--- src/rtl/rate_cfg_pkg.sv ---
`default_nettype none

package rate_cfg_pkg;

  // ------------------------------------------------------------------------
  // Lane and counter sizing
  // ------------------------------------------------------------------------

  // Number of event lanes sampled each cycle
  localparam int num_lanes = 4;

  // Largest counter value, inclusive, so the counter wraps modulo 10
  localparam int max_value = 9;

  // At most every lane fires in one cycle
  localparam int max_increment = num_lanes;

  // Bit widths derived from the inclusive limits above
  localparam int value_width = $clog2(max_value + 1);
  localparam int incr_width = $clog2(max_increment + 1);
  localparam int wrap_count_width = 8;

  // State the counter takes out of reset
  localparam int reset_value = 0;

endpackage : rate_cfg_pkg

`default_nettype wire

--- src/rtl/rate_types_pkg.sv ---
`default_nettype none

package rate_types_pkg;

  import rate_cfg_pkg::*;

  // ------------------------------------------------------------------------
  // Data types shared across the design
  // ------------------------------------------------------------------------

  // Counter value in the range 0 to max_value
  typedef logic [value_width-1:0] value_t;

  // Number of set lanes in one cycle, 0 to max_increment
  typedef logic [incr_width-1:0] incr_t;

  // One bit per event lane
  typedef logic [num_lanes-1:0] lanes_t;

  // Count of counter wraps, rolls over on its own
  typedef logic [wrap_count_width-1:0] wrap_count_t;

endpackage : rate_types_pkg

`default_nettype wire

--- src/rtl/incr_if.sv ---
`default_nettype none
`timescale 1ns/1ps

// Increment request from the lane encoder to the counter
// All four signals are registered levels and the counter
// applies them on the next rising edge of the clock
interface incr_if;

  import rate_types_pkg::*;

  // Set when at least one sampled lane was set
  logic   incr_valid;

  // Population count of the sampled lanes
  incr_t  incr;

  // Reload strobe, the increment still applies on top of initial_value
  logic   reinit;

  // Value loaded on reinit
  value_t initial_value;

  // Lane encoder side
  modport producer (
    output incr_valid,
    output incr,
    output reinit,
    output initial_value
  );

  // Counter side
  modport consumer (
    input incr_valid,
    input incr,
    input reinit,
    input initial_value
  );

endinterface : incr_if

`default_nettype wire

--- src/rtl/lane_event_encoder.sv ---
`default_nettype none
`timescale 1ns/1ps

module lane_event_encoder (
  input  logic                   clk,
  input  logic                   arst_n,
  input  rate_types_pkg::lanes_t lanes,
  input  logic                   reinit,
  input  rate_types_pkg::value_t initial_value,
  incr_if.producer               incr_bus
);

  import rate_cfg_pkg::*;
  import rate_types_pkg::*;

  lanes_t lanes_q;
  logic   reinit_q;
  value_t initial_value_q;
  incr_t  lane_count;

  // ------------------------------------------------------------------------
  // Input registers
  // ------------------------------------------------------------------------

  // Lanes and reinit are cleared so no increment is seen after reset
  always_ff @(posedge clk or negedge arst_n) begin
    if (!arst_n) begin
      lanes_q  <= '0;
      reinit_q <= 1'b0;
    end else begin
      lanes_q  <= lanes;
      reinit_q <= reinit;
    end
  end

  // The initial value is only looked at while reinit_q is high
  always_ff @(posedge clk) begin
    initial_value_q <= initial_value;
  end

  // ------------------------------------------------------------------------
  // Lane count
  // ------------------------------------------------------------------------

  // Add up the set lanes, at most num_lanes which fits in incr_t
  always_comb begin
    lane_count = '0;
    for (int i = 0; i < num_lanes; i++) begin
      lane_count = lane_count + incr_t'(lanes_q[i]);
    end
  end

  // A zero count is not worth an update, so valid follows a nonzero count
  assign incr_bus.incr          = lane_count;
  assign incr_bus.incr_valid    = (lane_count != '0);
  assign incr_bus.reinit        = reinit_q;
  assign incr_bus.initial_value = initial_value_q;

endmodule : lane_event_encoder

`default_nettype wire

--- src/rtl/counter_incr.sv ---
`default_nettype none
`timescale 1ns/1ps

module counter_incr (
  input  logic                   clk,
  input  logic                   arst_n,
  incr_if.consumer               incr_bus,
  output rate_types_pkg::value_t value,
  output logic                   wrap,
  output logic                   restart
);

  import rate_cfg_pkg::*;
  import rate_types_pkg::*;

  // One extra bit holds the largest sum, max_value plus max_increment
  logic [value_width:0] sum;
  value_t               base;
  incr_t                incr_eff;
  value_t               value_next;
  logic                 overflow;
  logic                 update;

  // ------------------------------------------------------------------------
  // Next value
  // ------------------------------------------------------------------------

  // On reinit the increment lands on initial_value instead of the old value
  assign base     = incr_bus.reinit ? incr_bus.initial_value : value;
  assign incr_eff = incr_bus.incr_valid ? incr_bus.incr : '0;

  assign sum = (value_width + 1)'(base) + (value_width + 1)'(incr_eff);

  // 10 is not a power of two, so the wrap has to be taken by hand
  assign overflow = (sum > (value_width + 1)'(max_value));

  always_comb begin
    if (overflow) begin
      value_next = value_t'(sum - (value_width + 1)'(max_value + 1));
    end else begin
      value_next = value_t'(sum);
    end
  end

  // Hold the value when there is nothing to add and no reload
  assign update = incr_bus.incr_valid || incr_bus.reinit;

  // ------------------------------------------------------------------------
  // State
  // ------------------------------------------------------------------------

  always_ff @(posedge clk or negedge arst_n) begin
    if (!arst_n) begin
      value <= value_t'(reset_value);
    end else if (update) begin
      value <= value_next;
    end
  end

  // Both flags are one-cycle pulses that line up with the new value
  always_ff @(posedge clk or negedge arst_n) begin
    if (!arst_n) begin
      wrap    <= 1'b0;
      restart <= 1'b0;
    end else begin
      wrap    <= update && overflow;
      restart <= incr_bus.reinit;
    end
  end

endmodule : counter_incr

`default_nettype wire

--- src/rtl/wrap_tick_gen.sv ---
`default_nettype none
`timescale 1ns/1ps

module wrap_tick_gen (
  input  logic                        clk,
  input  logic                        arst_n,
  input  logic                        wrap,
  input  logic                        restart,
  output logic                        tick,
  output rate_types_pkg::wrap_count_t wrap_count
);

  import rate_cfg_pkg::*;
  import rate_types_pkg::*;

  wrap_count_t wrap_count_next;

  // ------------------------------------------------------------------------
  // Wrap count
  // ------------------------------------------------------------------------

  // A restart drops the old history, but a reload that wrapped
  // already counts as the first wrap of the new run
  always_comb begin
    if (restart) begin
      wrap_count_next = wrap_count_t'(wrap);
    end else if (wrap) begin
      // Rolls over from 255 to 0 with no extra logic
      wrap_count_next = wrap_count + wrap_count_width'(1);
    end else begin
      wrap_count_next = wrap_count;
    end
  end

  // ------------------------------------------------------------------------
  // Output registers
  // ------------------------------------------------------------------------

  always_ff @(posedge clk or negedge arst_n) begin
    if (!arst_n) begin
      tick       <= 1'b0;
      wrap_count <= '0;
    end else begin
      tick       <= wrap;
      wrap_count <= wrap_count_next;
    end
  end

endmodule : wrap_tick_gen

`default_nettype wire

--- src/rtl/event_rate_top.sv ---
`default_nettype none
`timescale 1ns/1ps

module event_rate_top (
  input  logic                        clk,
  input  logic                        arst_n,
  input  rate_types_pkg::lanes_t      lanes,
  input  logic                        reinit,
  input  rate_types_pkg::value_t      initial_value,
  output rate_types_pkg::value_t      value,
  output logic                        tick,
  output rate_types_pkg::wrap_count_t wrap_count
);

  // Pulses from the counter to the tick stage
  logic wrap;
  logic restart;

  // Increment link between encoder and counter
  incr_if incr_bus ();

  // Stage 1 registers the lanes and counts them
  lane_event_encoder u_lane_event_encoder (
    .clk           (clk),
    .arst_n        (arst_n),
    .lanes         (lanes),
    .reinit        (reinit),
    .initial_value (initial_value),
    .incr_bus      (incr_bus.producer)
  );

  // Stage 2 is the modulo-10 counter
  counter_incr u_counter_incr (
    .clk      (clk),
    .arst_n   (arst_n),
    .incr_bus (incr_bus.consumer),
    .value    (value),
    .wrap     (wrap),
    .restart  (restart)
  );

  // Stage 3 turns wraps into ticks and counts them
  wrap_tick_gen u_wrap_tick_gen (
    .clk        (clk),
    .arst_n     (arst_n),
    .wrap       (wrap),
    .restart    (restart),
    .tick       (tick),
    .wrap_count (wrap_count)
  );

endmodule : event_rate_top

`default_nettype wire

--- config.mk ---
export PLATFORM = sky130hd
export DESIGN_NAME = event_rate_top
export DESIGN_NICKNAME = d
export VERILOG_FILES = /design/src/rtl/rate_cfg_pkg.sv /design/src/rtl/rate_types_pkg.sv /design/src/rtl/incr_if.sv /design/src/rtl/lane_event_encoder.sv /design/src/rtl/counter_incr.sv /design/src/rtl/wrap_tick_gen.sv /design/src/rtl/event_rate_top.sv
export SDC_FILE = /design/constraint.sdc
export NUM_CORES = 1
export LEC_CHECK = 0
export BUFFER_PORTS_ARGS = -buffer_cell sky130_fd_sc_hd__buf_2
export CORE_ASPECT_RATIO = 1.1
export CORE_MARGIN = 4
export CORE_UTILIZATION = 48
export DETAILED_ROUTE_END_ITERATION = 8
export GPL_TIMING_DRIVEN = 0
export PLACE_DENSITY = 0.74
export SLEW_MARGIN = 20
export SYNTH_ARGS = -nofsm -noshare
export SYNTH_HDL_FRONTEND = slang
export SYNTH_SLANG_ARGS = --single-unit
--- constraint.sdc ---
create_clock -name clk -period 3.6 [get_ports clk]
set_input_delay 0.36 -clock clk [delete_from_list [all_inputs] [get_ports clk]]
set_output_delay 0.36 -clock clk [all_outputs]
set_load 0.01 [all_outputs]
==> results.sh, run 1 <==
export IMPL_outcome="finished, final reports clean"
export IMPL_netlist_area_leader_share=0.404
export IMPL_p_clk_frac=0.145
export IMPL_leakage_nw=0.725
export IMPL_maxCapViolations=0
export IMPL_worstPathArrival_ps=3790
export IMPL_cts_buffers=3
export IMPL_layout_drive_gt1_share=0.320
export IMPL_syn_area_um2=1240
export IMPL_critPathMaxStageDelay_ps=520
export IMPL_power_switching_mw=0.377
export IMPL_path_max_fanout=5
export IMPL_worstSetupStartpointType="flip-flop"
export IMPL_utilization=0.609
export IMPL_post_drt_wl_per_cell_um=14.2
export IMPL_io_pin_count=24
export IMPL_ys_flop_type="dfrtp_1"
export IMPL_die_area_um2=3460
export IMPL_endpoint_kind="flip-flop"
export IMPL_postRouteAntennaNets=0
export IMPL_slew_viol_final=0
export IMPL_dp_slack_ps=-154
export IMPL_clock_fmax_mhz=285
export IMPL_die_y_um=61.3
export IMPL_cts_sink_count=24
export IMPL_drcViolationCount=0
export IMPL_drtIter0Drc=18
export IMPL_skew_ps=2.33
export IMPL_grt_overflow=0
export IMPL_cp_buffers_inverters=3
export IMPL_max_slew_margin=0.408
export IMPL_numPortBuffers=23
export IMPL_peakVddDrop_uv=403
export IMPL_synth_edf_count=0
export IMPL_ys_types=36
export IMPL_clk_pin_slew_ps=130
export IMPL_htree_levels=1
export IMPL_root_buffer="clkbuf_4"
export IMPL_drt_total_wl_mm=2.57
export IMPL_ys_ff_latch=24
export IMPL_yosys_area_top_type="dfrtp_1"
export IMPL_die_x_um=56.4
export IMPL_setup_violations=0
export IMPL_syn_inst=117
export IMPL_hpwl_mm=1.85
export IMPL_floorplan_core_area_um2=2470
export IMPL_period_share=0.976
export IMPL_antenna_found_initial=0
export IMPL_synth_common_cells="dfrtp_1, inv_1, nor2_1, ha_1, nand2_1"
export IMPL_fin_crit_ps=3510
export IMPL_hold_violations=0
export IMPL_dpl_cell_area_um2=1390
export IMPL_synth_nets=138
export IMPL_pwr_share_comb=0.508
export IMPL_async_reset_ff_frac=0.833
export IMPL_p_int_mw=0.628
export IMPL_p_seq_frac=0.347
export IMPL_vias_per_cell=5.52
export IMPL_vias=1000
export IMPL_finalInstanceArea_um2=1510
export IMPL_grtUsageTotal=0.162
export IMPL_cts_tree="done"
export IMPL_critPathTopFamily="adder cells"
export IMPL_clk_path_buf_depth=2
export IMPL_final_nets=172
export IMPL_syn2layout_area_growth_pct=21.6
export IMPL_worst_slack_ps=88.2
export IMPL_post_synth_main_area_contributors="dfrtp_1, ha_1, dfxtp_1"
export IMPL_cp_required_ps=3870
export IMPL_worst_pin_slew_ps=880
export IMPL_holdWs_ps=122
export IMPL_hp_class="in2reg"
export IMPL_worst_path_max_delay_cell="or4b_1"
export IMPL_fin_cells=181
export IMPL_synth_yosys_seq_area_share=0.469
export IMPL_num_rows=19
export IMPL_critPathKind="reg2reg"
export IMPL_cp_common_cell="inv_1"
export IMPL_first_pass_iters=4
export IMPL_r2r_slack_ps=90
export IMPL_syn_avg_cell_area_um2=10.6
export IMPL_worst_skew_pair_late_latency_ps=320
export IMPL_grt_pass1_wl_mm=4.23
export IMPL_antenna_cells=0
export IMPL_start_util=0.501
export IMPL_placed_cells=171
export IMPL_yosysMostFrequentCell="dfrtp_1"
export IMPL_grt_pass1_vias=981
export IMPL_power_density_nw_per_um2=667
export IMPL_yosysWarnings=0
export IMPL_sw_frac_of_total=0.375
export IMPL_grt_max_degree=21
export IMPL_gp_congestion=0.913
export IMPL_crit_chain="ha_1, inv_1, fa_1, inv_2, ha_4, inv_1, fa_2, xor2_2, ha_2, nor2b_4, a21oi_2, a32o_2, or4b_1, nand3_1"
cells by family after synthesis:
logic type	Yosys count	share of synthesized area
mux	8	0.0697
flops	24	0.469
fa+ha+maj	10	0.113
compound gates	24	0.127
xor+xnor	6	0.0485
simple gates	32	0.132
buf+inv	13	0.0404
power groups by stage:
stage	clock, mW	sequential (mW)	combinational (mW)
after floorplan	0	0.367	0.285
after global placement	0	0.350	0.394
after detailed placement	0	0.355	0.407
after CTS	0.148	0.349	0.436
after global routing	0.158	0.356	0.568
final	0.146	0.348	0.511
worst paths after layout:
check	from	to	cells after the start
worst max-delay path	u_lane_event_encoder.lanes_q[0]$_DFF_PN0_	u_counter_incr.value[1]$_DFFE_PN0N_	14
max in group asynchronous	arst_n	u_wrap_tick_gen.wrap_count[4]$_DFFE_PN0P_	2
min in group asynchronous	arst_n	u_wrap_tick_gen.wrap_count[7]$_DFFE_PN0P_	2
worst min register to register	u_counter_incr.wrap$_DFF_PN0_	u_wrap_tick_gen.tick$_DFF_PN0_	0
worst min-delay path	initial_value[3]	u_lane_event_encoder.incr_bus.initial_value[3]$_DFF_P_	1
worst max register to register	u_lane_event_encoder.lanes_q[0]$_DFF_PN0_	u_counter_incr.value[1]$_DFFE_PN0N_	14
layer usage:
layer | routed length, um | global-route usage | vias to the layer above | share of wire
li1 | - | - | 475 | -
met1 | 1010 | 0.178 | 477 | 0.39
met2 | 1310 | 0.292 | 39 | 0.51
met3 | 158 | 0.0273 | 9 | 0.061
met4 | 96 | 0.108 | 0 | 0.037
met5 | 0 | 0 | - | 0
cells in the final DEF (no fill, tap or decap), types with 2 or more instances in the layout:
| master | instances |
|---|---|
| mux2_2 | 5 |
| o21ai_0 | 5 |
| nand4_1 | 2 |
| xor2_1 | 4 |
| or3_1 | 3 |
| mux2i_1 | 3 |
| dfrtp_1 | 20 |
| nand2_1 | 8 |
| inv_1 | 9 |
| ha_1 | 6 |
| dfxtp_1 | 4 |
| a21oi_1 | 7 |
| clkbuf_4 | 3 |
| buf_4 | 5 |
| buf_2 | 24 |
| o211ai_1 | 2 |
| clkbuf_1 | 2 |
| nor2_1 | 9 |
| nor3_1 | 2 |
flip-flops by register name, summed over array words and instances (netlist names):
name and count:
u_lane_event_encoder.lanes_q 4, u_counter_incr.value 4, u_wrap_tick_gen.tick 1, u_wrap_tick_gen.wrap_count 8
u_lane_event_encoder.incr_bus.initial_value 4, u_counter_incr.restart 1, u_lane_event_encoder.incr_bus.reinit 1, u_counter_incr.wrap 1
what timing repair did:
item,in CTS,in global routing
pin swaps,1,4
setup endpoints to repair,3,4
hold buffers,1,0
hold endpoints to repair,20,0
gates resized for setup,4,7
setup buffers,1,4
area by class of cell:
| cell class | instances | area (um^2) |
|---|---|---|
| Inverter | 10 | 37.5 |
| Tap cell | 31 | 38.8 |
| Buffer | 3 | 12.5 |
| Clock buffer | 4 | 36.3 |
| Fill cell | 202 | 966 |
| Sequential cell | 24 | 581 |
| Multi-Input combinational cell | 80 | 638 |
| Timing Repair Buffer | 29 | 163 |
worst register-to-register path: cells and delay by family, from the launching register on:
kind	cells	cell delay, ps
fa+ha+maj	5	1490
xor+xnor	1	190
flops	1	410
simple gates	3	770
buf+inv	3	230
compound gates	2	380
per-stage QoR:
stage | power [mW] | TNS (ps)
6_report | 1.00 | 0
5_1_grt | 1.08 | -58.0
2_1_floorplan | 0.651 | 0
3_3_place_gp | 0.744 | -17.6
3_5_place_dp | 0.762 | -249
4_1_cts | 0.933 | 0
Note: power is estimated with default switching activity, not from simulation.
==> run 2, diff against run 1 <==
Settings changed: CAP_MARGIN set to 20, CORE_UTILIZATION 48 to 53, PLACE_DENSITY 0.74 to 0.77.
Clock period 3.6 ns to 3.35 ns, I/O delays scaled along.
==> run 2 against run 1 <==
Net effect: wire length down 1.8%; power up 12%; register-to-register slack worse by 70 ps; critical endpoint unchanged; global-route usage up 1.9 points; die area down 8.2%; flip-flop and latch count unchanged; sequential power up 7.5%; via count down 2.1%; largest power group unchanged; hold slack worse by 8.8 ps; non-clock buffer count up 1; count of clock-buffer cells in the layout unchanged.
==> results.sh, run 2 (synthesis gave the netlist of run 1 again) <==
export IMPL_outcome="finished, final reports clean"
export IMPL_power_density_nw_per_um2=726
export IMPL_final_cell_mix="buf_2, dfrtp_1, nor2_1, inv_1, nand2_1"
export IMPL_die_area_um2=3180
export IMPL_worstPathArrival_ps=3590
export IMPL_gp_congestion=0.908
export IMPL_path_max_fanout=5
export IMPL_peakVddDrop_uv=532
export IMPL_die_y_um=58.7
export IMPL_post_drt_wl_per_cell_um=13.9
export IMPL_min_to="u_lane_event_encoder.incr_bus.initial_value[0]$_DFF_P_"
export IMPL_grt_overflow=0
export IMPL_grt_max_degree=21
export IMPL_clock_fmax_mhz=300
export IMPL_period_share=0.995
export IMPL_hpwl_mm=1.88
export IMPL_drcViolationCount=0
export IMPL_worst_path_max_delay_cell="or4b_1"
export IMPL_grt_pass1_vias=982
export IMPL_vias=979
export IMPL_r2r_end="u_counter_incr.value[1]$_DFFE_PN0N_"
export IMPL_worst_skew_pair_late_latency_ps=310
export IMPL_cts_sink_count=24
export IMPL_p_seq_frac=0.331
export IMPL_endpoint_kind="flip-flop"
export IMPL_drt_total_wl_mm=2.52
export IMPL_crit_chain="ha_1, inv_1, fa_1, inv_2, ha_4, inv_2, fa_2, xor2_4, ha_4, nor2b_4, a21oi_4, a32o_2, or4b_1, nand3_1"
export IMPL_slew_viol_final=0
export IMPL_numPortBuffers=23
export IMPL_final_common_cell="buf_2"
export IMPL_hold_violations=0
export IMPL_num_rows=18
export IMPL_skew_ps=3.17
export IMPL_htree_levels=1
export IMPL_setup_violations=0
export IMPL_p_clk_frac=0.133
export IMPL_grt_pass1_wl_mm=4.13
export IMPL_whs_path_depth=1
export IMPL_critPathMaxStageDelay_ps=500
export IMPL_drtIter0Drc=14
export IMPL_syn2layout_area_growth_pct=25.6
export IMPL_start_util=0.556
export IMPL_antenna_found_initial=0
export IMPL_fin_cells=181
export IMPL_multi_input_area_um2=681
export IMPL_power_switching_mw=0.429
export IMPL_fin_crit_ps=3330
export IMPL_maxCapViolations=0
export IMPL_critPathLaunch="u_lane_event_encoder.lanes_q[1]$_DFF_PN0_"
export IMPL_final_nets=173
export IMPL_clk_path_buf_depth=2
export IMPL_worst_pin_slew_ps=950
export IMPL_postRouteAntennaNets=0
export IMPL_vias_per_cell=5.41
export IMPL_worstSetupStartpointType="flip-flop"
export IMPL_top_register="u_wrap_tick_gen.wrap_count"
export IMPL_placed_cells=170
export IMPL_floorplan_core_area_um2=2230
export IMPL_io_pin_count=24
export IMPL_leakage_nw=0.734
export IMPL_sw_frac_of_total=0.380
export IMPL_holdWs_ps=113
export IMPL_first_pass_iters=4
export IMPL_p_int_mw=0.699
export IMPL_min_delay_start="initial_value[0]"
export IMPL_grt_setup_unrepaired="yes"
export IMPL_fill_cells=184
export IMPL_reg2reg_depth=14
export IMPL_power_mw=1.13
export IMPL_cts_tree="done"
export IMPL_pwr_share_comb=0.536
export IMPL_die_x_um=54.1
export IMPL_clk_pin_slew_ps=120
export IMPL_root_buffer="clkbuf_4"
export IMPL_max_slew_margin=0.361
export IMPL_cp_required_ps=3610
export IMPL_cts_buffers=3
export IMPL_tns_ps=0
export IMPL_r2r_slack_ps=20
export IMPL_layout_drive_gt1_share=0.338
export IMPL_antenna_cells=0
export IMPL_hp_class="in2reg"
export IMPL_r2r_start="u_lane_event_encoder.lanes_q[1]$_DFF_PN0_"
export IMPL_largest_reg_flops=8
export IMPL_critPathKind="reg2reg"
export IMPL_seq_area_um2=581
export IMPL_grtUsageTotal=0.181
## run 2: layout make-up
| type | count | share of cell area |
|---|---|---|
| Sequential cell | 24 | 0.373 |
| Tap cell | 30 | 0.0241 |
| Multi-Input combinational cell | 80 | 0.438 |
| Timing Repair Buffer | 30 | 0.109 |
| Buffer | 3 | 0.00805 |
| Inverter | 10 | 0.0241 |
| Clock buffer | 4 | 0.0233 |
## run 2: worst max-delay path by stage
stage | endpoint | cells past startpoint | slack, ps
CTS | u_counter_incr.value[1]$_DFFE_PN0N_ | 14 | -20
global placement | u_counter_incr.value[1]$_DFFE_PN0N_ | 14 | -120
floorplan | u_counter_incr.value[1]$_DFFE_PN0N_ | 14 | 6
finish | u_counter_incr.value[1]$_DFFE_PN0N_ | 14 | 20
detailed placement | u_counter_incr.value[1]$_DFFE_PN0N_ | 14 | -210
global route | u_counter_incr.value[1]$_DFFE_PN0N_ | 14 | -90
## run 2: layer usage
metal | track usage | share of wire | vias up | wire length (um)
met1 | 0.206 | 0.42 | 481 | 1050
met2 | 0.320 | 0.53 | 15 | 1330
li1 | - | - | 478 | -
met3 | 0.0152 | 0.033 | 5 | 82
met4 | 0.107 | 0.023 | 0 | 57
met5 | 0 | 0 | - | 0
## run 2: worst max-delay path: cells and delay by family, from the launching register on
kind	cells	cell delay [ps]
xor gates and xnor gates	1	190
adders and majority gates	5	1400
and+or+nand+nor	3	770
AOI/OAI and AO/OA	2	350
DFF	1	380
buffers and inverters	3	200
## run 2: repair_timing
action	4_1_cts	5_1_grt
gates resized for setup	3	4
setup endpoints to repair	3	4
buffers inserted	4	2
cloned	0	0
endpoints found under the hold margin	20	0
pin swaps	5	2
hold buffers	1	0
## run 2: power groups by stage
| stage | Clock, mW | Combinational, mW | Sequential [mW] |
|---|---|---|---|
| finish | 0.150 | 0.604 | 0.374 |
| global route | 0.165 | 0.655 | 0.382 |
| CTS | 0.156 | 0.546 | 0.374 |
| detailed placement | 0 | 0.476 | 0.380 |
| global placement | 0 | 0.457 | 0.377 |
| floorplan | 0 | 0.336 | 0.394 |
## run 2: per-stage QoR
stage / instance area [um^2] / utilization / setup slack (ps)
6_report: 1560 / 0.698 / 15.2
5_1_grt: 1560 / 0.698 / -85.0
4_1_cts: 1520 / 0.680 / -22.8
3_5_place_dp: 1420 / 0.636 / -213
3_3_place_gp: 1420 / 0.636 / -120
2_1_floorplan: 1260 / - / 5.95
==> run 3, diff against run 2 <==
Settings changed: MAX_ROUTING_LAYER set to met4.
==> run 3 against run 2 <==
Net effect: critical path depth decreased by 1; first-iteration DRC count up 100%; worst setup slack improved by 5.1 ps; power decreased by 0.26%; combinational power about the same; largest power group unchanged; highest routed layer unchanged; flip-flop and latch count is the same; clock power about the same; largest cell class unchanged; cell count grew 1.1%.
==> results.sh, run 3 (synthesis gave the netlist of run 1 again) <==
export IMPL_hold_violations=0
export IMPL_sw_frac_of_total=0.377
export IMPL_vias_per_cell=5.45
export IMPL_htree_levels=1
export IMPL_highest_layer="met4"
export IMPL_pwr_share_comb=0.535
export IMPL_antenna_cells=0
export IMPL_cts_buffers=3
export IMPL_largest_reg_flops=8
export IMPL_multi_input_area_um2=684
export IMPL_layout_drive_gt1_share=0.366
export IMPL_met2_length_mm=1.54
export IMPL_max_slew_margin=0.388
export IMPL_root_buffer="clkbuf_4"
export IMPL_finalInstanceArea_um2=1570
export IMPL_drt_total_wl_mm=2.66
export IMPL_drtIter0Drc=28
export IMPL_grt_pass1_vias=1000
export IMPL_cp_required_ps=3600
export IMPL_worst_skew_pair_late_latency_ps=310
export IMPL_worst_pin_slew_ps=910
export IMPL_power_density_nw_per_um2=715
export IMPL_postRouteAntennaNets=0
export IMPL_seq_area_um2=581
export IMPL_wl_met3_um=105
export IMPL_gp_congestion=0.914
export IMPL_power_switching_mw=0.425
export IMPL_worstSetupStartpointType="flip-flop"
export IMPL_start_util=0.556
export IMPL_p_int_mw=0.701
export IMPL_die_x_um=54.1
export IMPL_antenna_found_initial=0
export IMPL_cts_tree="done"
export IMPL_final_common_cell="buf_2"
export IMPL_wirelength_met1_um=970
export IMPL_final_nets=175
export IMPL_vias=997
export IMPL_io_pin_count=24
export IMPL_endpoint_kind="flip-flop"
export IMPL_top_register="u_wrap_tick_gen.wrap_count"
export IMPL_first_pass_iters=4
export IMPL_slew_viol_final=0
export IMPL_grt_max_degree=21
export IMPL_num_rows=18
export IMPL_clk_path_buf_depth=2
export IMPL_worstPathArrival_ps=3580
export IMPL_clk_pin_slew_ps=130
export IMPL_utilization=0.706
export IMPL_period_share=0.994
export IMPL_skew_ps=4.03
export IMPL_outcome="finished, final reports clean"
export IMPL_hp_class="in2reg"
export IMPL_die_area_um2=3180
export IMPL_grtUsageTotal=0.194
export IMPL_clock_fmax_mhz=300
export IMPL_numPortBuffers=23
export IMPL_maxCapViolations=0
export IMPL_p_seq_frac=0.332
export IMPL_path_max_fanout=5
export IMPL_p_clk_frac=0.133
export IMPL_cts_sink_count=24
export IMPL_critPathKind="reg2reg"
export IMPL_peakVddDrop_uv=595
export IMPL_dpl_cell_area_um2=1420
export IMPL_final_cell_mix="buf_2, dfrtp_1, nor2_1, nand2_1, buf_4"
export IMPL_grt_pass1_wl_mm=4.28
export IMPL_power_mw=1.13
export IMPL_fill_cells=172
export IMPL_grt_overflow=0
export IMPL_grt_setup_unrepaired="yes"
export IMPL_floorplan_core_area_um2=2230
export IMPL_fin_crit_ps=3330
export IMPL_leakage_nw=0.740
export IMPL_die_y_um=58.7
export IMPL_hpwl_mm=1.94
export IMPL_drcViolationCount=0
export IMPL_post_drt_wl_per_cell_um=14.5
export IMPL_syn2layout_area_growth_pct=27.1
export IMPL_setup_violations=0
[run 3: path summary, 6_finish.rpt]
check	start	to	slack, ps	depth (start not counted)
max in group asynchronous	arst_n	u_wrap_tick_gen.wrap_count[6]$_DFFE_PN0P_	2550	2
min in group asynchronous	arst_n	u_lane_event_encoder.lanes_q[1]$_DFF_PN0_	490	2
min	initial_value[2]	u_lane_event_encoder.incr_bus.initial_value[2]$_DFF_P_	120	1
max	u_lane_event_encoder.lanes_q[0]$_DFF_PN0_	u_counter_incr.value[1]$_DFFE_PN0N_	20	13
min reg2reg	u_lane_event_encoder.incr_bus.reinit$_DFF_PN0_	u_counter_incr.restart$_DFF_PN0_	390	0
max reg2reg	u_lane_event_encoder.lanes_q[0]$_DFF_PN0_	u_counter_incr.value[1]$_DFFE_PN0N_	20	13
[run 3: power groups by stage]
stage	Combinational (mW)	Sequential (mW)	Clock (mW)
after floorplan	0.336	0.394	0
after global placement	0.456	0.377	0
after detailed placement	0.478	0.379	0
after CTS	0.554	0.373	0.155
after global routing	0.661	0.380	0.163
final	0.602	0.374	0.150
[run 3: per-stage QoR]
stage / TNS, ps / hold WS, ps / cells / setup WS, ps
global route: -78.4 / 99.9 / 183 / -78.4
floorplan: 0 / 39.4 / 117 / 5.95
detailed placement: -396 / 308 / 170 / -222
global placement: -143 / 299 / 170 / -121
CTS: -18.8 / 104 / 180 / -18.8
finish: 0 / 116 / 183 / 20.2
[run 3: critical path, cell delays in order (launching register included)]
cell,delay (ps)
dfrtp_1,420
ha_4,270
inv_2,30
fa_1,450
inv_2,100
ha_4,140
inv_2,30
fa_2,580
ha_4,150
nor2b_4,140
a21oi_2,70
a32o_2,290
or4b_1,500
nand3_1,90
[run 3: per-layer routing]
| metal | track usage | vias up |
|---|---|---|
| met5 | - | - |
| met4 | 0.0854 | 0 |
| met3 | 0.0101 | 4 |
| met2 | 0.360 | 26 |
| met1 | 0.205 | 484 |
| li1 | - | 483 |
[run 3: what timing repair did]
item                                    4_1_cts  5_1_grt
pin swaps                                     5        3
setup buffers                                 5        3
hold endpoints to repair                     20        0
endpoints found under the setup margin        4        4
hold buffers                                  1        0
gates resized for setup                       4        5
[run 3: area by class of cell]
type / count / area share
multi-input combinational: 80 / 0.435
sequential: 24 / 0.369
timing repair buffer: 32 / 0.118
inverter: 10 / 0.0238
tap: 30 / 0.0238
clock buffer: 4 / 0.0231
buffer: 3 / 0.00795
